==> src/logic/lockstep_pkg.sv <==
// shared sizes and types; num_copies may grow, the 16-word memories and 32-bit words are fixed
`default_nettype none

package lockstep_pkg;

    localparam int num_copies = 2;   // lockstep copies, 2 or more
    localparam int prog_words = 16;
    localparam int dmem_words = 16;
    localparam int xlen       = 32;

    // dmem_copy select width, at least one bit
    localparam int copy_w = (num_copies > 1) ? $clog2(num_copies) : 1;

    // addi x0, x0, 0
    localparam logic [xlen-1:0] nop_inst = 32'h0000_0013;

    typedef logic [xlen-1:0]   word_t;
    typedef logic [4:0]        reg_addr_t;
    typedef logic [3:0]        mem_idx_t;   // word index, both memories
    typedef logic [copy_w-1:0] copy_idx_t;

    // major opcodes of the supported subset
    typedef enum logic [6:0] {
        op_imm  = 7'b0010011,
        op_reg  = 7'b0110011,
        op_load = 7'b0000011
    } opcode_e;

    typedef enum logic [1:0] {
        cls_addi,
        cls_add,
        cls_load,
        cls_nop    // anything unsupported
    } inst_class_e;

endpackage

`default_nettype wire
==> src/logic/secret_dmem.sv <==
// private 16-word data memory of one copy, no reset, word addressed; read is combinational
`default_nettype none

module secret_dmem (
    input  logic                   clk,
    input  logic                   we,      // already gated per copy at the top
    input  lockstep_pkg::mem_idx_t waddr,
    input  lockstep_pkg::word_t    wdata,
    input  lockstep_pkg::mem_idx_t raddr,
    output lockstep_pkg::word_t    rdata
);

    // secret words, may differ from the other copies
    lockstep_pkg::word_t mem [lockstep_pkg::dmem_words];

    always_ff @(posedge clk) begin
        if (we) begin
            mem[waddr] <= wdata;
        end
    end

    assign rdata = mem[raddr];   // load port

endmodule

`default_nettype wire

==> config.mk <==
export PLATFORM = sky130hd
export DESIGN_NAME = secret_dmem
export DESIGN_NICKNAME = d
export VERILOG_FILES = /design/src/logic/lockstep_pkg.sv /design/src/logic/secret_dmem.sv
export SDC_FILE = /design/constraint.sdc
export NUM_CORES = 1
export LEC_CHECK = 0
export BUFFER_PORTS_ARGS = -buffer_cell sky130_fd_sc_hd__buf_2
export CORE_UTILIZATION = 25
export DETAILED_ROUTE_END_ITERATION = 6
export HOLD_SLACK_MARGIN = 0.06
export SKIP_CTS_REPAIR_TIMING = 1
export SLEW_MARGIN = 20
export SYNTH_ARGS = -nofsm -noshare
export SYNTH_HDL_FRONTEND = slang
export SYNTH_SLANG_ARGS = --single-unit
==> constraint.sdc <==
create_clock -name clk -period 8.2 [get_ports clk]
set_input_delay 0 -clock clk [delete_from_list [all_inputs] [get_ports clk]]
set_output_delay 0 -clock clk [all_outputs]
set_load 0.05 [all_outputs]
# After elaboration in Yosys (flattened, before gate mapping)
# Memory sizes are Yosys's and may differ from the RTL's.
# Cells that the tools add are included.
totals:
  input_bits: 42
  n_memories: 1
  regBits: 0
  latchBits: 0
  mem_bits_rw: 512
  romBits: 0
  out_inout_bits: 32
memory_table:
  columns: ["memory", "depth", "width", "rd", "rd_clocked_by_memory_dff", "write_ports", "line", "text"]
  rows:
  - ["mem", 16, 32, 1, 0, 1, "secret_dmem.sv:14", "lockstep_pkg::word_t mem [lockstep_pkg::dmem_words];"]
classes:
  eq_ne: 0
  bitwise_logic: 0
  n_reduce_logical: 0
  div: 0
  order_cmp: 0
  n_mux: 2
  n_shift: 0
  n_mul: 0
  add_sub_neg: 0
op_table:
  columns: ["cell", "count"]
  rows:
  - ["$mux 1", 2]

# Longest topological paths before layout
logic_depth:
  word_depth: 2
  ltp_mapped: 5
  mapped_depth_nobuf: 3

# Worst setup path after synthesis
# No wires, ideal clock.
synth_path:
  kind: "input to register"
  from: "input port waddr[2]"
  to: "memory mem[0][0] (netlist bit) (enable)"
  cell_stages: 2
  setup_time_ps: 461
  required_time_ps: 7739
  arrival_ps: 2718
  setup_slack_ps: 5020
  cell_sequence: "or3b_2 -> nor3_1"
synth_rtl:
  columns: ["item", "line", "text"]
  rows:
  - ["start, declared", "secret_dmem.sv:7", "input lockstep_pkg::mem_idx_t waddr,"]
  - ["end, declared", "secret_dmem.sv:14", null]
# No word-level cell before the write port.

# Worst setup path in the final report
layout_path:
  from: "input port raddr[0]"
  to: "output port rdata[17]"
layout_between:
  elab_chain_len: 1
layout_lines:
  columns: ["item", "line", "text"]
  rows:
  - ["start, declared", "secret_dmem.sv:9", "input lockstep_pkg::mem_idx_t raddr,"]
  - ["$mem_v2 16x32", null, null]
  - ["end, declared", "secret_dmem.sv:10", "output lockstep_pkg::word_t rdata"]
# No other way between the ends.

==> metrics.txt <==
crit path max fanout=43; die width=~280 µm; flops & latches, synth=approximately 510; Post-Route WL=between 40 and 50 mm; largest registers=mem x512; TritonRoute pass-1 iters=5; vias per cell=about 4.4; total CTS buffers=just over 50; largest net degree at the start of global routing=59; die height=between 200 and 300 µm; Area growth syn-to-layout=18.8%; Core Footprint=75900 µm²; CP max stage delay=around 0.78 ns; Initial Utilization=0.253; CP cell instances=clkbuf_8 -> buf_4 -> mux4_2 -> a22oi_1 -> nand2_1 -> buf_2; setup ws final=~5.6 ns; Seq/Total Area, Yosys=0.800; Power Density=between 200 and 250 nW/µm²; port bufs=between 70 and 80; via count=around 9000; Final Hold Viols=0; CP required=roughly 8.2 ns; global route total overflow=0; crit path from=raddr[0]; setup TNS=0 ns; DRC Markers=0; max reg flops=slightly above 500; HP Start=waddr[1]; status=finished clean; layout cell share with drive strength beyond 1=0.313; Tcrit/Tclk final=0.318; largest reg by FF count=mem; Mapped Nets=about 850; CTS tree=built; Mapped Avg Cell Area=between 20 and 25 µm²; CP Launch Type=input pin; Placed Area=~21000 µm²; Slew Limit Fails=0; first-pass GRT wire length=64.4 mm; DIE AREA=roughly 78000 µm²; number of global-route vias before repair=9418; final instance area=between 20000 and 25000 µm²; Layout Nets=approximately 990; crit path max-delay cell type=buf_4; Root Buffer=clkbuf_16; Rel. slew slack=0.395; Place WS=around 5.5 ns; Buf/Inv on CP=3; GP Congestion=approximately 0.68; synthesized area=just under 20000 µm²; Pleak=just over 7 nW; Peak supply drop=around 170 µV; Synth Instances=806; Detailed Place HPWL=roughly 22 mm; Final ANT Viol Nets=0; CTS clk-pin slew, worst paths=approximately 0.06 ns; initial antenna violation count=4; max cap viols=0; Clock Sinks=around 510; RSZ-0062 raised after global routing=false; CP Data Arrival Time=2.61 ns; Top delay family on crit path=buffers and inverters; Finished Core Util=0.301; drt wl/cell=~22 µm; Crit. End Element=output pin; CTS max path bufs=3; GRT Overall Usage=0.113; CP Class=in2out; fin crit period=between 2 and 3 ns; FILL cells=7312; htree depth=2; Fmax=384 MHz; total power=5.44 mW; Synth cell types=17; FP Rows=101; Ports=74; DRT iter0 DRCs=961; Synth area leaders=edfxtp_1 80%, mux4_2 15%, a22oi_1 2.5%; Synth area leader=edfxtp_1; synth warn=0; worst hold path class=in2reg; Worst-Margin Slew=~0.91 ns; Yosys top cell area share=0.800; # setup viols final=0
## cells in the mapped netlist
cell / n
nor2_1: 13
nand2b_1: 2
nand2_1: 33
or3b_2: 1
nor3_1: 4
nand3b_1: 2
mux4_2: 128
buf_4: 11
buf_2: 4
a22oi_1: 64
nand3_1: 1
nor2b_1: 2
edfxtp_1: 512
and2_1: 1
clkbuf_1: 17
buf_1: 9
buf_6: 2
## path summary, 6_finish.rpt
path / to / slack, ns / cells past startpoint
setup / recovery: rdata[17] / 5.59 / 6
hold / removal: mem[12][21] / 0.27 / 3
## cell usage in the layout, fill, tap and decap left out
cell type / instances
nand2b_1: 2
nand3_1: 1
clkinv_2: 5
buf_4: 25
clkbuf_16: 52
clkbuf_1: 16
clkinv_8: 1
and2_2: 1
nor3_2: 4
diode_2: 2
dlygate4sd3_1: 32
nor2_4: 13
nand3b_1: 2
or3b_2: 1
buf_2: 71
inv_6: 2
clkbuf_8: 1
mux4_2: 128
clkinv_1: 13
bufinv_16: 2
a22oi_1: 64
nor2b_4: 2
nand2_1: 33
edfxtp_1: 512
## final cells by class
| type | instances | area (µm²) | share of cell area |
|---|---|---|---|
| Clock buffer | 68 | 1360 | 0.0596 |
| Clock inverter | 23 | 168 | 0.00735 |
| Tap cell | 1030 | 1290 | 0.0565 |
| Multi-Input combinational cell | 251 | 3750 | 0.164 |
| Antenna cell | 2 | 5.00 | 0.000219 |
| Sequential cell | 512 | 15400 | 0.674 |
| Timing Repair Buffer | 129 | 877 | 0.0384 |
## cell families after synthesis
| group | after synthesis | synth area share |
|---|---|---|
| DFF | 512 | 0.800 |
| muxes | 128 | 0.150 |
| AOI/OAI and AO/OA | 64 | 0.0250 |
| and+or+nand+nor | 59 | 0.0132 |
| buffers and inverters | 43 | 0.0116 |
## tightest hold or removal path, cell delays in order
cell and delay (ns):
buf_2 0.18, nor3_2 0.06, buf_4 0.33
## power breakdown
part	leakage, nW	total [mW]	switching, mW	internal (mW)
clock network	0.744	2.14	0.921	1.22
logic	1.69	0.352	0.232	0.119
registers	4.63	2.94	0.0105	2.93
## layer usage
metal	vias up	wire, µm	GRT usage
li1	3742	-	-
met1	4859	19500	0.156
met2	295	21200	0.180
met3	60	2930	0.0293
met4	4	607	0.0241
met5	-	31	0
## per-stage QoR
stage | cells | hold WS, ns
2_1_floorplan | 806 | 0.0989
5_1_grt | 2015 | 0.276
6_report | 2015 | 0.269
3_5_place_dp | 1890 | 0.389
4_1_cts | 1981 | -0.223
3_3_place_gp | 1890 | 0.364
No activity file was read; power rests on OpenSTA's default activity.
