`config.mk`:
```
export PLATFORM = sky130hd
export DESIGN_NAME = lockstep_core_flat
export DESIGN_NICKNAME = d
export VERILOG_FILES = /design/src/logic/lockstep_pkg.sv /design/src/logic/core_obs_if.sv /design/src/logic/lockstep_core.sv /design/src/flat_wrapper.sv
export SDC_FILE = /design/constraint.sdc
export NUM_CORES = 2
export LEC_CHECK = 0
export BUFFER_PORTS_ARGS = -buffer_cell sky130_fd_sc_hd__clkbuf_2
export CORE_ASPECT_RATIO = 0.8
export CORE_MARGIN = 2
export CORE_UTILIZATION = 40
export CTS_CLUSTER_DIAMETER = 120
export CTS_CLUSTER_SIZE = 14
export DETAILED_ROUTE_END_ITERATION = 16
export PLACE_DENSITY_LB_ADDON = 0.25
export SETUP_SLACK_MARGIN = 0.15
export SLEW_MARGIN = 5
export SYNTH_ARGS = -nofsm -noshare
export SYNTH_HDL_FRONTEND = slang
export SYNTH_SLANG_ARGS = --single-unit
export TNS_END_PERCENT = 1
```
`constraint.sdc`:
```
create_clock -name clk -period 7.9 [get_ports clk]
set_clock_uncertainty 0.1 [all_clocks]
set_input_delay 0.79 -clock clk [delete_from_list [all_inputs] [get_ports clk]]
set_output_delay 0.79 -clock clk [all_outputs]
set_load 0.02 [all_outputs]
```
`src/logic/lockstep_pkg.sv`:
```
// shared sizes and types; num_copies may grow, the 16-word memories and 32-bit words are fixed
`default_nettype none

package lockstep_pkg;

    localparam int num_copies = 2;   // lockstep copies, 2 or more
    localparam int prog_words = 16;
    localparam int dmem_words = 16;
    localparam int xlen       = 32;

    // dmem_copy select width, at least one bit
    localparam int copy_w = (num_copies > 1) ? $clog2(num_copies) : 1;

    // addi x0, x0, 0
    localparam logic [xlen-1:0] nop_inst = 32'h0000_0013;

    typedef logic [xlen-1:0]   word_t;
    typedef logic [4:0]        reg_addr_t;
    typedef logic [3:0]        mem_idx_t;   // word index, both memories
    typedef logic [copy_w-1:0] copy_idx_t;

    // major opcodes of the supported subset
    typedef enum logic [6:0] {
        op_imm  = 7'b0010011,
        op_reg  = 7'b0110011,
        op_load = 7'b0000011
    } opcode_e;

    typedef enum logic [1:0] {
        cls_addi,
        cls_add,
        cls_load,
        cls_nop    // anything unsupported
    } inst_class_e;

endpackage

`default_nettype wire
```
`src/logic/core_obs_if.sv`:
```
// per-copy observation bundle; every signal is driven by the core, the checker only reads
`default_nettype none

interface core_obs_if;

    lockstep_pkg::word_t     pc;        // pc of the executing instruction
    lockstep_pkg::word_t     inst;
    logic                    wb_en;     // writes a nonzero rd this cycle
    lockstep_pkg::reg_addr_t wb_addr;
    lockstep_pkg::word_t     wb_data;
    logic                    lb_valid;  // last-load buffer
    lockstep_pkg::word_t     lb_addr;
    lockstep_pkg::word_t     lb_data;

    modport core (
        output pc, inst, wb_en, wb_addr, wb_data, lb_valid, lb_addr, lb_data
    );

    modport check (
        input pc, inst, wb_en, wb_addr, wb_data, lb_valid, lb_addr, lb_data
    );

endinterface

`default_nettype wire

```
`src/logic/lockstep_core.sv`:
```
// two-stage core for addi/add/lw only, other encodings run as nop; no stores, branches or hazards
`default_nettype none

module lockstep_core (
    input  logic                   clk,
    input  logic                   reset,
    input  logic                   run,
    input  lockstep_pkg::word_t    fetch_inst,
    input  lockstep_pkg::word_t    dmem_rdata,
    output lockstep_pkg::word_t    fetch_addr,
    output lockstep_pkg::mem_idx_t dmem_raddr,
    core_obs_if.core               obs
);

    lockstep_pkg::word_t       pc;         // fetch pc
    lockstep_pkg::word_t       ex_pc;      // pc of ex_inst
    lockstep_pkg::word_t       ex_inst;
    lockstep_pkg::word_t       regs [32];  // x0 never written

    lockstep_pkg::opcode_e     opcode;
    lockstep_pkg::inst_class_e inst_class;
    logic [2:0]                funct3;
    logic [6:0]                funct7;
    lockstep_pkg::reg_addr_t   rs1;
    lockstep_pkg::reg_addr_t   rs2;
    lockstep_pkg::reg_addr_t   rd;
    lockstep_pkg::word_t       imm_i;
    lockstep_pkg::word_t       rs1_val;
    lockstep_pkg::word_t       rs2_val;
    lockstep_pkg::word_t       alu_out;
    lockstep_pkg::word_t       wb_data;
    logic                      wb_en;

    logic                      lb_valid;
    lockstep_pkg::word_t       lb_addr;
    lockstep_pkg::word_t       lb_data;

    assign fetch_addr = pc;

    // stage two field split
    assign opcode = lockstep_pkg::opcode_e'(ex_inst[6:0]);
    assign funct3 = ex_inst[14:12];
    assign funct7 = ex_inst[31:25];
    assign rd     = ex_inst[11:7];
    assign rs1    = ex_inst[19:15];
    assign rs2    = ex_inst[24:20];
    assign imm_i  = {{20{ex_inst[31]}}, ex_inst[31:20]};   // sign extended I-type

    always_comb begin
        inst_class = lockstep_pkg::cls_nop;
        case (opcode)
            lockstep_pkg::op_imm: begin
                if (funct3 == 3'b000) inst_class = lockstep_pkg::cls_addi;
            end
            lockstep_pkg::op_reg: begin
                if (funct3 == 3'b000 && funct7 == 7'd0) inst_class = lockstep_pkg::cls_add;
            end
            lockstep_pkg::op_load: begin
                if (funct3 == 3'b010) inst_class = lockstep_pkg::cls_load;   // lw only
            end
            default: inst_class = lockstep_pkg::cls_nop;
        endcase
    end

    assign rs1_val = regs[rs1];
    assign rs2_val = regs[rs2];

    // addi and the load address share rs1 + imm
    assign alu_out = (inst_class == lockstep_pkg::cls_add) ? rs1_val + rs2_val
                                                           : rs1_val + imm_i;

    assign dmem_raddr = alu_out[5:2];
    assign wb_data    = (inst_class == lockstep_pkg::cls_load) ? dmem_rdata : alu_out;

    // nothing retires while run is low
    assign wb_en = run && inst_class != lockstep_pkg::cls_nop && rd != 5'd0;

    always_ff @(posedge clk) begin
        if (reset) begin
            pc       <= '0;
            ex_pc    <= '0;
            ex_inst  <= lockstep_pkg::nop_inst;
            lb_valid <= 1'b0;
            lb_addr  <= '0;
            lb_data  <= '0;
            for (int r = 0; r < 32; r++) begin
                regs[r] <= '0;
            end
        end else if (run) begin
            pc      <= lockstep_pkg::word_t'({pc[5:2] + 4'd1, 2'b00});   // wraps at 16 words
            ex_pc   <= pc;
            ex_inst <= fetch_inst;
            if (wb_en) begin
                regs[rd] <= wb_data;
            end
            if (inst_class == lockstep_pkg::cls_load) begin   // also for rd = x0
                lb_valid <= 1'b1;
                lb_addr  <= alu_out;
                lb_data  <= dmem_rdata;
            end
        end
    end

    assign obs.pc       = ex_pc;
    assign obs.inst     = ex_inst;
    assign obs.wb_en    = wb_en;
    assign obs.wb_addr  = rd;
    assign obs.wb_data  = wb_data;
    assign obs.lb_valid = lb_valid;
    assign obs.lb_addr  = lb_addr;
    assign obs.lb_data  = lb_data;

    // x0 reads as zero, so no writeback ever reached it
    a_x0_zero : assert property (
        @(posedge clk) disable iff (reset) regs[0] == '0
    ) else $error("x0 holds %h after a writeback", regs[0]);

endmodule

`default_nettype wire

```
`src/flat_wrapper.sv`:
```
// flat-port wrapper written by rule: the top's interface ports become plain ports
module lockstep_core_flat 
  (clk, reset, run, fetch_inst, dmem_rdata, fetch_addr, dmem_raddr, obs_pc, obs_inst, obs_wb_en, obs_wb_addr, obs_wb_data, obs_lb_valid, obs_lb_addr, obs_lb_data);
  core_obs_if obs_i ();
  input  logic clk;
  input  logic reset;
  input  logic run;
  input  lockstep_pkg::word_t fetch_inst;
  input  lockstep_pkg::word_t dmem_rdata;
  output lockstep_pkg::word_t fetch_addr;
  output lockstep_pkg::mem_idx_t dmem_raddr;
  output wire logic [$bits(obs_i.pc)-1:0] obs_pc;
  output wire logic [$bits(obs_i.inst)-1:0] obs_inst;
  output wire logic [$bits(obs_i.wb_en)-1:0] obs_wb_en;
  output wire logic [$bits(obs_i.wb_addr)-1:0] obs_wb_addr;
  output wire logic [$bits(obs_i.wb_data)-1:0] obs_wb_data;
  output wire logic [$bits(obs_i.lb_valid)-1:0] obs_lb_valid;
  output wire logic [$bits(obs_i.lb_addr)-1:0] obs_lb_addr;
  output wire logic [$bits(obs_i.lb_data)-1:0] obs_lb_data;
  assign obs_pc = obs_i.pc;
  assign obs_inst = obs_i.inst;
  assign obs_wb_en = obs_i.wb_en;
  assign obs_wb_addr = obs_i.wb_addr;
  assign obs_wb_data = obs_i.wb_data;
  assign obs_lb_valid = obs_i.lb_valid;
  assign obs_lb_addr = obs_i.lb_addr;
  assign obs_lb_data = obs_i.lb_data;
  lockstep_core u_core (.clk(clk), .reset(reset), .run(run), .fetch_inst(fetch_inst), .dmem_rdata(dmem_rdata), .fetch_addr(fetch_addr), .dmem_raddr(dmem_raddr), .obs(obs_i));
endmodule
```
Yosys cells after proc, flatten, opt, wreduce, memory -nomap -nowiden
Memories as Yosys holds them, arrays and structs flattened. A register that Yosys moved wholly into a read port is not among the register bits.
Index checks and enable logic that the tools add are counted.
{ "totals": {"regBits": 105, "out_inout_bits": 203, "ram_bits": 1024, "input_bits": 67, "word_cells": 44, "romBits": 0, "n_memories": 1, "latchBits": 0} }
{ "op_classes": {"mux": 19, "addsub": 3, "order_cmp": 0, "n_reduce_logical": 8, "bitwise": 0, "eq_ne": 7, "div": 0, "multipliers": 0, "shift": 0} }
{ "memory_table": {"columns": ["memory", "depth", "width", "read_ports", "rd_clocked_by_memory_dff", "write_ports", "line", "text"], "rows": [
  ["u_core.regs", 32, 32, 2, 2, 32, "lockstep_core.sv:18", "lockstep_pkg::word_t regs [32];"]
]} }
{ "ops": {"columns": ["operator", "n"], "rows": [
  ["2-to-1 mux 32 bit", 3],
  ["adder 32 bit", 2],
  ["OR reduction 32 bit", 1],
  ["2-to-1 mux 5 bit", 5],
  ["2-to-1 mux 1 bit", 8],
  ["== test 7 x 2 -> 1 bit, second input constant", 1],
  ["== test 7 x 5 -> 1 bit, second input constant", 1],
  ["== test 7 x 6 -> 1 bit, second input constant", 1],
  ["logical NOT 7 bit", 1],
  ["one-hot mux 2 bit (3 select lines)", 1],
  ["nonzero test 5 bit", 1],
  ["adder 4 x 1 -> 4 bit, second input constant", 1],
  ["2-to-1 mux 2 bit", 2],
  ["== test 3 x 2 -> 1 bit, second input constant", 1],
  ["logical AND 1 bit", 3],
  ["logical NOT 3 bit", 1],
  ["== test 2 x 1 -> 1 bit, second input constant", 1],
  ["== test 2 bit, second input constant", 1],
  ["inequality test 2 bit, second input constant", 1],
  ["AND reduction 2 bit", 1]
]} }

Depth between registers and ports, before layout
{ "depth": {"word_depth": 13, "depth_mapped": 21, "depth_no_buf": 16} }

Worst setup path after synthesis
OpenSTA, ideal clock, no wires.
{ "synth_timing": {"path_kind": "register -> output", "startpoint": "register with a tool-made name", "endpoint": "output port obs_wb_data[30]", "stages_incl_launch_ff": 20, "n_path_buf": 5, "slack_ns": 1.477, "required_time_ns": 7.010, "arrival_ns": 5.533, "cell_sequence": "dfxtp_1 -> buf_2 -> buf_6 -> clkbuf_1 -> buf_1 -> mux4_2 -> mux4_2 -> mux2_2 -> ha_1 -> fa_1 -> a211oi_1 -> o21ai_1 -> a31oi_2 -> o21bai_1 -> a2111oi_4 -> o31ai_4 -> a311oi_1 -> a41oi_1 -> buf_2 -> nand2_1"} }
{ "synth_rtl": {"columns": ["item", "line", "text"], "rows": [
  ["end: declaration", "flat_wrapper.sv:16", "output wire logic [$bits(obs_i.wb_data)-1:0] obs_wb_data;"]
]} }

==> flow_summary.yaml <==
sta:
  finalCriticalPeriod_ns: 7.65
  rsz0062_at_grt: "yes"
  slew_headroom_pct: 20.4
  fmax_mhz: 131
  hold_viol: 0
  hold_ws_ns: 0.194
  tns_ns: 0
  setup_viol: 0
  worst_slack_ns: 0.255
  tightest_slew_ns: 1.19
  slew_violations: 0
  period_share_pct: 96.8
global_route:
  grtUsageTotal_pct: 28.9
  grt_pass1_wl_mm: 301
  grt_pass1_vias: 37700
  grt_max_degree: 71
  antenna_found_initial: 7
  grt_overflow: 0
clock_network:
  cts_buffers: 91
  cts.sinks: 1139
  h-tree-depth: 3
  worstSkewPairLatency_ns: 0.73
  path_clk_slew_ns: 0.08
  cts_tree: "built"
  cts_buffer_depth: 3
  cts-hold-fix-buffers: 0
  cts-root-buf: "clkbuf_16"
worst_setup_path:
  slowest_stage: "dfxtp_4"
  endpoint_kind: "primary output"
  worstPathCellList: "mux4_2, mux4_2, mux2i_1, o21ai_1, ha_1, fa_1, a211oi_1, o21ai_1, a31oi_2, o31ai_1, a31oi_1, o21ai_1, xor2_1, mux2i_4, inv_2, clkbuf_2"
  regToRegEndpoint: "u_core.regs[14][28]"
  critical_path_arrival_ns: 6.76
  slowest_delay_ns: 1.01
  critPathRequiredTime_ns: 7.01
  cp-start-kind: "flip-flop"
  path_max_fanout: 54
  rrSetupSlack_ns: 1.31
  crit_buf_inv: 2
  rr_worst_depth: 17
  cp_top_family: "compound AO/OA/AOI/OAI gates"
  worstSetupPathType: "flip-flop to primary output"
  crit_top_cell: "o21ai_1"
worst_hold_path:
  hold_path.class: "primary input to flip-flop"
  hold_start: "fetch_inst[0]"
  whs_path_depth: 3
  holdPathEnd: "u_core.obs.inst[0]"
power_and_ir_drop:
  leakagePower_nw: 22.8
  powerDensity_nw_per_um2: 225
  ir_drop_uv: 171
floorplanning:
  die_w_um: 432
  initial_core_util_pct: 40.3
  core_area_sq_um: 145000
  die_y_um: 346
  dieArea_sq_um: 150000
  rows: 125
  ioPinCount: 270
routing:
  drt.antenna.violating_nets: 0
  routed_via_density: 6.50
  post_drt_wl_per_cell_um: 36.0
  drt_wl_total_mm: 218
  first_pass_iters: 6
  route.detailed.drc: 0
  drt_iter0_drc: 6696
  vias: 39400
finish:
  nNetsFinal: 4198
  layout_commonest_cell: "edfxtp_1"
  syn_to_final_growth_pct: 10.4
  layout-drive-gt1-share_pct: 30.5
  final_cell_mix: "edfxtp_1 (1024), nor2_1 (998), mux4_2 (634), clkbuf_2 (211), nand2_1 (163)"
synth:
  synth-seq-cells: 1139
  synth.area.top_cells: "edfxtp_1 (52%), mux4_2 (24%), nor2_1 (6.4%)"
  async_reset_ff_share_pct: 0
  synthesis.area_sq_um: 58600
  netlist.area_leader.share_pct: 52.5
  postSynthCellCount: 4069
  synth-warning-count: 0
  ys_seq_area_share_pct: 56.4
  yosys_most_used_dff: "edfxtp_1"
  avgSynthCellArea_sq_um: 14.4
  yosysUniqueCellTypes: 65
  synth_largest_area_cell: "edfxtp_1"
  synth_edf_count: 1024
place:
  portBuffers: 213
  place_ws_ns: 1.04
  dp_hpwl_mm: 118
  routabilityCongestion: 0.921
run_status:
  outcome: "finished clean"
run:
  maxCapViolCount: 0
cells by family (layout without fill, tap and decap cells):
group,after synthesis,count (layout),share of synthesized area (%)
simple gates,1326,1326,8.93
flops,1139,1139,56.4
mux,779,779,26.9
buf+inv,515,506,3.96
compound gates,244,244,2.54
fa+ha+maj,33,33,0.718
xor+xnor,32,32,0.478
other cells,1,89,0.00640
state kept, by name (all words and copies together), names as in the netlist, named ones only:
name	count
u_core.obs.lb_valid	1
u_core.obs.inst	32
u_core.obs.lb_addr	32
u_core.obs.pc	4
u_core.fetch_addr	4
u_core.obs.lb_data	32
u_core.regs	1024
cells in the mapped netlist, types with 3 or more instances:
cell      instances
edfxtp_1       1024
nor2_1          998
mux4_2          634
clkbuf_1        280
nand2_1         226
a21oi_1         139
dfxtp_1         115
mux2i_1         109
buf_2            82
buf_4            66
buf_1            41
mux2_2           34
ha_1             32
inv_2            31
nor2_2           31
o21ai_1          21
xnor2_1          21
o21bai_1         20
a21o_1           19
nand3_1          13
nor3_1           11
xor2_1           11
inv_1            10
nand4_1           9
o21ai_0           9
and3_1            8
nor2b_1           6
a211oi_1          5
nand2b_1          5
and2_1            4
buf_6             4
a311oi_1          3
a31oi_1           3
a32oi_1           3
nor3b_1           3
o211ai_1          3
o221ai_1          3
per-layer routing:
metal  part of all wire [%]  up-vias  GRT usage [%]
met3                     14      585           8.45
met5                 0.0083        -              0
met1                     38    20300           40.4
li1                       -    15300              -
met2                     43     3128           41.8
met4                    5.3        4           12.8
where the power goes:
| group | leakage [nW] | switching, mW | internal (mW) |
|---|---|---|---|
| registers | 11.5 | 0.163 | 6.76 |
| logic | 10.1 | 2.20 | 0.981 |
| clock network | 1.23 | 2.24 | 2.20 |
how the worst max path moves through the flow:
stage / start / end / slack [ns] / cells after the start
after global placement: flip-flop / obs_wb_data[25] / 1.05 / 16
after CTS: flip-flop / obs_wb_data[25] / 0.27 / 17
final: flip-flop / obs_wb_data[24] / 0.25 / 16
after detailed placement: flip-flop / obs_wb_data[25] / 1.04 / 16
after floorplan: flip-flop / obs_wb_data[30] / 1.48 / 19
after global routing: flip-flop / obs_wb_data[18] / 0.12 / 16
through the flow:
| stage | cells | power (mW) | instance area, sq um | util (%) |
|---|---|---|---|---|
| 2_1_floorplan | 4156 | 8.91 | 58900 | - |
| 3_3_place_gp | 5910 | 10.1 | 62100 | 42.7 |
| 3_5_place_dp | 5910 | 10.2 | 62100 | 42.7 |
| 4_1_cts | 6052 | 14.5 | 64700 | 44.5 |
| 5_1_grt | 6053 | 14.9 | 64700 | 44.5 |
| 6_report | 6053 | 14.5 | 64700 | 44.5 |
final cells by class:
type | instances | area, sq um
clock buffer | 140 | 2550
sequential | 1139 | 33100
clock inverter | 2 | 20.0
multi-input combinational | 2502 | 24300
inverter | 41 | 155
antenna | 1 | 2.50
tap | 1905 | 2380
timing repair buffer | 323 | 2140
fill | 12800 | 80600
tightest hold or removal path: stages:
cell	delay, ns
clkbuf_2	0.08
mux2i_1	0.05
nand2_1	0.06
what timing repair did:
action / CTS / global route
buffers inserted: 0 / 0
endpoints found under the setup margin: 0 / 3
gates resized for setup: 0 / 1
hold endpoints to repair: 0 / 0
Note: power is estimated with default switching activity, not from simulation.
