## config.mk

```make
export PLATFORM = sky130hd
export DESIGN_NAME = program_store
export DESIGN_NICKNAME = d
export VERILOG_FILES = /design/src/logic/lockstep_pkg.sv /design/src/logic/program_store.sv
export SDC_FILE = /design/constraint.sdc
export NUM_CORES = 1
export LEC_CHECK = 0
export BUFFER_PORTS_ARGS = -buffer_cell sky130_fd_sc_hd__buf_2
export CELL_PAD_IN_SITES_DETAIL_PLACEMENT = 0
export CELL_PAD_IN_SITES_GLOBAL_PLACEMENT = 2
export CORE_MARGIN = 2
export CORE_UTILIZATION = 47
export CTS_CLUSTER_SIZE = 10
export DETAILED_ROUTE_END_ITERATION = 10
export PLACE_DENSITY = 0.86
export SYNTH_ARGS = -nofsm -noshare
export SYNTH_HDL_FRONTEND = slang
export SYNTH_SLANG_ARGS = --single-unit
```

## constraint.sdc

```tcl
create_clock -name clk -period 4 [get_ports clk]
set_input_delay 0.4 -clock clk [delete_from_list [all_inputs] [get_ports clk]]
set_output_delay 0.4 -clock clk [all_outputs]
set_load 0.05 [all_outputs]
```

## src/logic/lockstep_pkg.sv

```systemverilog
// shared sizes and types; num_copies may grow, the 16-word memories and 32-bit words are fixed
`default_nettype none

package lockstep_pkg;

    localparam int num_copies = 2;   // lockstep copies, 2 or more
    localparam int prog_words = 16;
    localparam int dmem_words = 16;
    localparam int xlen       = 32;

    // dmem_copy select width, at least one bit
    localparam int copy_w = (num_copies > 1) ? $clog2(num_copies) : 1;

    // addi x0, x0, 0
    localparam logic [xlen-1:0] nop_inst = 32'h0000_0013;

    typedef logic [xlen-1:0]   word_t;
    typedef logic [4:0]        reg_addr_t;
    typedef logic [3:0]        mem_idx_t;   // word index, both memories
    typedef logic [copy_w-1:0] copy_idx_t;

    // major opcodes of the supported subset
    typedef enum logic [6:0] {
        op_imm  = 7'b0010011,
        op_reg  = 7'b0110011,
        op_load = 7'b0000011
    } opcode_e;

    typedef enum logic [1:0] {
        cls_addi,
        cls_add,
        cls_load,
        cls_nop    // anything unsupported
    } inst_class_e;

endpackage

`default_nettype wire
```

## src/logic/program_store.sv

```systemverilog
// shared 16-word program, contents undefined until written; fetch is combinational on addr bits 5:2
`default_nettype none

module program_store (
    input  logic                    clk,
    input  logic                    prog_we,
    input  lockstep_pkg::mem_idx_t  prog_addr,
    input  lockstep_pkg::word_t     prog_data,
    input  lockstep_pkg::word_t     fetch_addr [lockstep_pkg::num_copies],
    output lockstep_pkg::word_t     fetch_inst [lockstep_pkg::num_copies]
);

    lockstep_pkg::word_t mem [lockstep_pkg::prog_words];

    always_ff @(posedge clk) begin
        if (prog_we) begin
            mem[prog_addr] <= prog_data;   // visible from the next edge
        end
    end

    // one independent read port per copy
    for (genvar c = 0; c < lockstep_pkg::num_copies; c++) begin : g_fetch
        lockstep_pkg::mem_idx_t idx;

        assign idx           = fetch_addr[c][5:2];   // pc wraps over 16 words
        assign fetch_inst[c] = mem[idx];

        // the core pc only ever steps by whole words
        a_fetch_aligned : assert property (
            @(posedge clk) !$isunknown(fetch_addr[c]) |-> fetch_addr[c][1:0] == 2'b00
        ) else $error("copy %0d fetch address %h not word aligned", c, fetch_addr[c]);
    end

endmodule

`default_nettype wire

```

Word-level counts from Yosys, hierarchy flattened:

Memory sizes are Yosys's and may differ from the RTL's.
Cells that the tools add are included.

* memories kept: 1
* memory bits (writable): 512
* logic and storage cells: 3
* input port bits: 102
* register bits: 0

* multiplexer cells: 2

Memories
* mem: words 16, bits a word 32, rd ports 2, clocked after memory_dff 0, wr ports 1, RTL line program_store.sv:13 `lockstep_pkg::word_t mem [lockstep_pkg::prog_words];`

Operators with widths (count)
* 1-bit two-way mux: 2

Logic depth before layout (Yosys ltp):

Gate-level depths: netlist of the first run.

* depth after elaboration: 2
* mapped depth: 5
* depth with buffers taken out: 3

Least setup slack after synthesis of the first run:

No wires, ideal clock.

* path type: input to register
* start: input port prog_addr[2]
* end: memory mem[0][0] (netlist name) (enable)
* setup slack: 0.420 ns
* arrival: 3.118 ns
* required time: 3.539 ns
* stages on the path: 2
* path buffers: 0
* path through: or3b_2 nor3_1

RTL lines
* start, declared: RTL line program_store.sv:7 `input lockstep_pkg::mem_idx_t prog_addr,`
* end, declared: RTL line program_store.sv:13

No word-level cell before the write port.

==> results of run 1 <==
layout by cell type (no fill, tap or decap), types with 4 or more instances in the layout:
| cell type | instances |
|---|---|
| nor2_4 | 14 |
| buf_2 | 105 |
| mux4_2 | 256 |
| nor2b_4 | 4 |
| buf_4 | 50 |
| buf_12 | 7 |
| edfxtp_1 | 512 |
| nor3_2 | 4 |
| nand2_1 | 65 |
| a22oi_1 | 128 |
| clkbuf_16 | 57 |
| clkbuf_1 | 6 |
kinds of logic after synthesis:
logic type | count (synthesis) | synth area share [%]
flops | 512 | 67.1
mux | 256 | 25.2
compound gates | 128 | 4.19
simple gates | 95 | 1.73
buf+inv | 86 | 1.79
metal layers:
metal | share of wire, % | vias up | global-route usage, %
met4 | 3.1 | 4 | 7.82
met5 | 0.056 | - | 0
met1 | 39 | 6495 | 32.2
met2 | 48 | 605 | 37.0
met3 | 9.6 | 116 | 5.56
li1 | - | 4999 | -
power breakdown:
part | leakage (nW) | switching (mW) | internal [mW]
sequential | 4.63 | 0.0423 | 6.02
combinational | 2.99 | 0.803 | 0.446
clock | 0.729 | 1.93 | 2.52
total | 8.34 | 2.78 | 8.99
per-stage QoR:
step                      utilization [%]  setup slack, ns
after floorplan                         -            0.420
after global placement               51.1             1.09
after detailed placement             51.1             1.08
after CTS                            54.2             1.09
after global routing                 54.2            0.987
final                                54.2             1.15
worst max-delay path by stage:
| stage | startpoint | to | slack [ns] | cells after the start |
|---|---|---|---|---|
| 2_1_floorplan | prog_addr[2] | mem[0][0] | 0.42 | 2 |
| 3_3_place_gp | fetch_addr[34] | fetch_inst[47] | 1.09 | 6 |
| 3_5_place_dp | fetch_addr[34] | fetch_inst[47] | 1.08 | 6 |
| 4_1_cts | fetch_addr[34] | fetch_inst[47] | 1.09 | 6 |
| 5_1_grt | fetch_addr[34] | fetch_inst[47] | 0.99 | 6 |
| 6_report | fetch_addr[34] | fetch_inst[48] | 1.15 | 6 |
area by class of cell:
| type | count | share of cell area [%] |
|---|---|---|
| flip-flops and latches | 512 | 59.2 |
| multi-input cells | 479 | 28.0 |
| clock buffers | 63 | 5.58 |
| repair buffers | 164 | 4.11 |
| well taps | 615 | 2.96 |
| clock inverters | 4 | 0.173 |
| diodes | 1 | 0.00963 |
==> results_dict.tcl, run 1 <==
set metrics [dict create \
    status "finished clean" \
    tightest_slew_ns 1.13 \
    syn_inst 1077 \
    grt_pass1_wl_um 83900 \
    clk_pin_slew_ns 0.06 \
    p_leak_nw 8.34 \
    grt_max_degree 63 \
    slowest_delay_ns 0.53 \
    clock_sinks 512 \
    fmax_ghz 0.350 \
    post_cts_resized 0 \
    drt-vias-per-instance 6.65 \
    finalHoldViolations 0 \
    rows 80 \
    die_w_um 225 \
    core-area_um2 47900 \
    synthTopCellsByCount "512 x edfxtp_1, 256 x mux4_2, 128 x a22oi_1" \
    antenna_found_initial 3 \
    critPathKind "in -> out" \
    first_pass_iters 7 \
    synth-edff-count 512 \
    cts_buffers 57 \
    routed_wirelength_um 57300 \
    path_cells "clkbuf_8, buf_4, mux4_2, a22oi_1, nand2_1, buf_2" \
    largest_reg_flops 512 \
    num_vias 12200 \
    tns_ns 0 \
    initial_utilization_pct 47.8 \
    hold-worst-slack_ns 0.156 \
    place_hpwl_um 32700 \
    min_period_ns 2.85 \
    area_delta_synth_final_pct 13.5 \
    htree_levels 2 \
    setup_viol 0 \
    vdd_drop_max_mv 0.379 \
    regMostFlops "mem" \
    slew_headroom_pct 24.3 \
    synth_seq_cells 512 \
    drive_above_1_share_pct 41.3 \
    nets 1316 \
    synth_top_cell_by_area "edfxtp_1" \
    placed_cell_area_um2 24500 \
    ys_warn_count 0 \
    synth.distinct_cells 16 \
    dieArea_um2 50500 \
    final_cell_count_no_fill 1838 \
    path_max_fanout 46 \
    dp_cells 1770 \
    port_buffers 109 \
    die_y_um 225 \
    drc 0 \
    drtIter0Drc 1276 \
    seq_area_frac_synth_pct 67.1 \
    pwr_density_cell_nw_per_um2 453 \
    worstHoldPathCells 1 \
    synthTopCellsByArea "edfxtp_1 67%, mux4_2 25%, a22oi_1 4.2%" \
    gp_congestion 0.728 \
    grt_pass1_vias 13100 \
    hold_buffers 0 \
    yosysTopAreaCellShare_pct 67.1 \
    path_delay_family "buffers and inverters" \
    multi_input_area_um2 7280 \
    drv_cap 0 \
    ant_nets 0 \
    avgSynthCellArea_um2 21.3 \
    end_kind "output port" \
    grt_overflow 0 \
    min_to "mem[13][11]" \
    hold_start "prog_data[11]" \
    critPathLaunchType "input pin" \
    rsz0062_at_grt "no" \
    power_mw 11.8 \
    slew_viol_final 0 \
    async_flop_share_pct 0 \
    track_usage_pct 23.3 \
    crit_slowest_cell "mux4_2" \
    cp_num_buf_inv 3 \
    cts_tree "built" \
    syn-num-nets 1179 \
    root_buffer "clkbuf_16" \
    ios 166 \
    regArea_um2 15400 \
    max-clock-path-buffers 3 \
    stdcell_area_um2 26000 \
    hp-class "in -> reg" \
    worstPathArrival_ns 2.45 \
    cp_data_required_time_ns 3.60 \
    n_fill_cell 3580 \
    post_cts_buffers 0 \
    wire_per_inst_um 31.2 \
    ys.flop_type "edfxtp_1" \
    synth.cell_area_um2 22900 \
    fin_crit_sh_pct 71.4 \
    top_regs "mem x512" \
    yosysMostFrequentCell "edfxtp_1" \
]
No activity file was read; power rests on OpenSTA's default activity.
==> run 2: changes to the inputs <==
--- a/config.mk
+++ b/config.mk
@@ -9,10 +9,10 @@
 export CELL_PAD_IN_SITES_DETAIL_PLACEMENT = 0
 export CELL_PAD_IN_SITES_GLOBAL_PLACEMENT = 2
 export CORE_MARGIN = 2
-export CORE_UTILIZATION = 47
+export CORE_UTILIZATION = 43
 export CTS_CLUSTER_SIZE = 10
 export DETAILED_ROUTE_END_ITERATION = 10
-export PLACE_DENSITY = 0.86
+export PLACE_DENSITY = 0.83
 export SYNTH_ARGS = -nofsm -noshare
 export SYNTH_HDL_FRONTEND = slang
 export SYNTH_SLANG_ARGS = --single-unit
==> constraint.sdc (replaced) <==
create_clock -name clk -period 2.4 [get_ports clk]
set_input_delay 0.24 -clock clk [delete_from_list [all_inputs] [get_ports clk]]
set_output_delay 0.24 -clock clk [all_outputs]
set_load 0.05 [all_outputs]
==> results_dict.tcl, run 2 (synthesis gave the netlist of run 1 again) <==
set metrics [dict create \
    place_hpwl_um 31600 \
    first_pass_iters 5 \
    regMostFlops "mem" \
    final_cell_mix "512 x edfxtp_1, 256 x mux4_2, 116 x a22oi_1" \
    slew_viol_final 0 \
    critPathKind "reg -> out" \
    htree_levels 2 \
    drc 0 \
    grt_pass1_wl_um 85000 \
    initial_utilization_pct 43.5 \
    grt_overflow 0 \
    worstPathArrival_ns 2.11 \
    cp_data_required_time_ns 2.16 \
    path_max_fanout 2 \
    hold-worst-slack_ns 0.0396 \
    max-clock-path-buffers 3 \
    slew_headroom_pct 67.2 \
    antenna_found_initial 2 \
    grt_pass1_vias 13000 \
    min_period_ns 2.35 \
    dieArea_um2 55100 \
    status "finished clean" \
    routed_wirelength_um 57500 \
    finalHoldViolations 0 \
    rsz0062_at_grt "no" \
    end_kind "output port" \
    p_leak_nw 8.57 \
    die_y_um 235 \
    comb_power_share_pct 11.2 \
    wire_per_inst_um 29.7 \
    largest_reg_flops 512 \
    internal_power_mw 15.0 \
    setup.worst_path.end "fetch_inst[4]" \
    die_w_um 235 \
    seq_power_share_pct 51.3 \
    insertedDiodeCount 0 \
    drive_above_1_share_pct 41.5 \
    fmax_ghz 0.425 \
    clockPowerShare_pct 37.6 \
    startpoint "mem[3][4]" \
    grt_max_degree 54 \
    setup_viol 0 \
    rows 84 \
    nets 1346 \
    ios 166 \
    clk_pin_slew_ns 0.06 \
    gp_congestion 0.718 \
    root_buffer "clkbuf_16" \
    switching_power_mw 4.68 \
    cts_tree "built" \
    critPathLaunchType "flip-flop" \
    ant_nets 0 \
    track_usage_pct 21.0 \
    drt-vias-per-instance 6.32 \
    top_regs "mem x512" \
    drtIter0Drc 1262 \
    vdd_drop_max_mv 0.555 \
    power_mw 19.7 \
    num_vias 12200 \
    core-area_um2 52700 \
    fin_crit_sh_pct 98.0 \
    area_delta_synth_final_pct 17.0 \
    pwr_density_cell_nw_per_um2 736 \
    layout_commonest_cell "edfxtp_1" \
    cts_buffers 57 \
    swShare_pct 23.7 \
    hp-class "in -> reg" \
    port_buffers 109 \
    clock_sinks 512 \
    tightest_slew_ns 0.492 \
    drv_cap 0 \
]
[run 2: cell count changes in the layout (fill, tap and decap cells not counted), moves of 3 or more]
| cell | delta |
|---|---|
| clkbuf_4 | +3 |
| buf_2 | -8 |
| buf_12 | +25 |
| a22oi_2 | +12 |
| nor3_4 | +4 |
| nor3_2 | -4 |
| dlygate4sd3_1 | +31 |
| a22oi_1 | -12 |
| buf_4 | -21 |
| clkbuf_1 | -5 |
[run 2: worst min-delay path by stage]
stage                        endpoint  slack (ns)  cells past startpoint          start
final                      mem[6][20]        0.04                      1  prog_data[20]
after global routing       mem[6][20]        0.03                      1  prog_data[20]
after CTS                 mem[15][20]       0.007                      1  prog_data[20]
after detailed placement   mem[0][26]        0.62                      1  prog_data[26]
after global placement     mem[0][27]        0.61                      1  prog_data[27]
after floorplan             mem[0][0]        0.34                      0   prog_data[0]
[run 2: cell type report]
type                       instances  area (um2)
fill                            4125       25900
multi-input combinational        479        7370
sequential                       512       15400
tap                              688         861
timing repair buffer             194        1700
clock inverter                     6        53.8
clock buffer                      58        1430
[run 2: timing repair]
action                                 CTS  global route
buffers inserted                         0             0
pin swaps                                0             2
gates resized for setup                  2            22
hold buffers                            31             0
endpoints found under the hold margin  442             0
setup endpoints to repair                2            13
[run 2: worst max-delay path, stage by stage, from the launching register on]
cell	delay (ns)
edfxtp_1	0.39
mux4_2	0.49
a22oi_1	0.26
nand2_1	0.14
buf_2	0.23
[run 2: through the flow]
step | setup WS, ns | std cells | util, % | TNS [ns] | instance area (um2)
6_report | 0.0471 | 1937 | 50.9 | 0 | 26800
3_3_place_gp | 0.187 | 1842 | 47.3 | 0 | 24900
4_1_cts | 0.000468 | 1937 | 50.7 | 0 | 26700
3_5_place_dp | 0.174 | 1842 | 47.3 | 0 | 24900
2_1_floorplan | -0.168 | 1077 | - | -16.14 | 22900
5_1_grt | 0.00221 | 1937 | 50.9 | 0 | 26800
[run 2: metal layers]
metal | up-vias | global-route usage [%] | part of all wire, %
met5 | - | 0 | 0.047
met4 | 4 | 5.24 | 2.0
met3 | 98 | 4.09 | 7.4
met2 | 501 | 35.7 | 52
met1 | 6581 | 28.0 | 39
li1 | 5060 | - | -
[run 2: power groups by stage]
stage	Combinational, mW	Sequential (mW)	Clock (mW)
final	2.20	10.1	7.41
after global routing	2.33	10.1	7.85
after CTS	2.20	10.1	7.55
after detailed placement	2.16	10.3	0
after global placement	2.14	10.3	0
after floorplan	1.44	10.3	0
==> run 3: changes to the inputs <==
--- a/config.mk
+++ b/config.mk
@@ -12,7 +12,7 @@
 export CORE_UTILIZATION = 43
 export CTS_CLUSTER_SIZE = 10
 export DETAILED_ROUTE_END_ITERATION = 10
-export PLACE_DENSITY = 0.83
+export PLACE_DENSITY = 0.82
 export SYNTH_ARGS = -nofsm -noshare
 export SYNTH_HDL_FRONTEND = slang
 export SYNTH_SLANG_ARGS = --single-unit
==> results_dict.tcl, run 3 (synthesis gave the netlist of run 1 again) <==
set metrics [dict create \
    antenna_found_initial 3 \
    drt-vias-per-instance 6.29 \
    hold-worst-slack_ns 0.0185 \
    root_buffer "clkbuf_16" \
    largest_reg_flops 512 \
    die_w_um 235 \
    clock_sinks 512 \
    setup_viol 0 \
    hp-class "in -> reg" \
    core-area_um2 52700 \
    nets 1341 \
    track_usage_pct 21.1 \
    min_period_ns 2.34 \
    slew_viol_final 0 \
    ios 166 \
    top_regs "mem x512" \
    cp_data_required_time_ns 2.16 \
    stdcell_area_um2 26800 \
    place_hpwl_um 33200 \
    fmax_ghz 0.427 \
    finalHoldViolations 0 \
    vdd_drop_max_mv 0.525 \
    grt_pass1_wl_um 85200 \
    clk_pin_slew_ns 0.05 \
    max-clock-path-buffers 3 \
    dp_worst_setup_slack_ns 0.152 \
    worstPathArrival_ns 2.10 \
    drtIter0Drc 1231 \
    num_vias 12100 \
    critPathKind "reg -> out" \
    slew_headroom_pct 66.9 \
    cts_tree "built" \
    tightest_slew_ns 0.495 \
    path_max_fanout 2 \
    end_kind "output port" \
    setup_slack_ns 0.0597 \
    pwr_density_cell_nw_per_um2 741 \
    worstHoldPathCells 1 \
    gp_congestion 0.747 \
    drc 0 \
    fin_crit_sh_pct 97.5 \
    routed_wirelength_um 57800 \
    htree_levels 2 \
    cts_buffers 57 \
    grt_overflow 0 \
    grt_max_degree 53 \
    hold_start "prog_data[13]" \
    first_pass_iters 4 \
    drive_above_1_share_pct 42.4 \
    status "finished clean" \
    grt_pass1_vias 13100 \
    final_cell_mix "512 x edfxtp_1, 256 x mux4_2, 115 x a22oi_1" \
    placed_cell_area_um2 25000 \
    rows 84 \
    critPathLaunchType "flip-flop" \
    p_leak_nw 8.58 \
    wire_per_inst_um 29.9 \
    dieArea_um2 55100 \
    drv_cap 0 \
    area_delta_synth_final_pct 16.8 \
    min_to "mem[7][13]" \
    ant_nets 0 \
    rsz0062_at_grt "no" \
    post_cts_buffers 0 \
    initial_utilization_pct 43.5 \
    regMostFlops "mem" \
    port_buffers 109 \
    die_y_um 235 \
    layout_commonest_cell "edfxtp_1" \
]
==> run 3: changes by cell type in the layout (fill, tap and decap cells not counted), sizes merged <==
cell,delta
buf,+9
inv,-1
dlygate4sd3,-14
clkbuf,+4
bufinv,+1
diode,+1
clkinv,-4
==> run 3: power by group <==
part	leakage (nW)	switching [mW]	internal, mW
clock network	0.740	3.16	4.34
logic	3.21	1.37	0.831
registers	4.63	0.0687	10.0
==> run 3: timing repair <==
action,in CTS,in global routing
hold buffers,17,0
endpoints found under the setup margin,4,11
cloned,0,0
endpoints found under the hold margin,237,0
resized for setup,6,16
pin swaps,1,1
==> run 3: worst max path at each step <==
stage                              start              to  slack (ns)  cells after the start
after floorplan             prog_addr[2]       mem[1][0]       -0.17                      2
after global placement     fetch_addr[2]   fetch_inst[8]        0.16                      6
after detailed placement  fetch_addr[34]  fetch_inst[53]        0.15                      6
after CTS                    mem[11][31]  fetch_inst[63]       0.004                      4
after global routing         mem[11][20]  fetch_inst[52]       0.001                      4
final                         mem[10][1]   fetch_inst[1]        0.06                      4
==> run 3: layout make-up <==
type,count,area [um2]
antenna,1,2.50
clock buffer,62,1470
clock inverter,2,46.3
fill,4116,25900
multi-input combinational,479,7370
sequential,512,15400
tap,688,861
timing repair buffer,189,1630
==> run 3: worst max-delay path, cell delays in order, from the launching register on <==
cell	delay (ns)
edfxtp_1	0.40
mux4_2	0.49
a22oi_1	0.28
nand2_1	0.12
buf_2	0.23
==> run 3: metrics by stage <==
step	total power, mW	utilization, %	instances	setup TNS (ns)
2_1_floorplan	11.7	-	1077	-16.14
3_3_place_gp	12.4	47.4	1851	0
3_5_place_dp	12.5	47.4	1851	0
4_1_cts	20.0	50.7	1932	0
5_1_grt	20.4	50.8	1933	0
6_report	19.8	50.8	1933	0
==> run 3: routing by layer <==
metal / share of wire [%] / track usage [%]
met3: 6.2 / 3.45
met4: 2.8 / 6.94
met2: 51 / 35.7
met5: 0.012 / 0
met1: 40 / 28.1
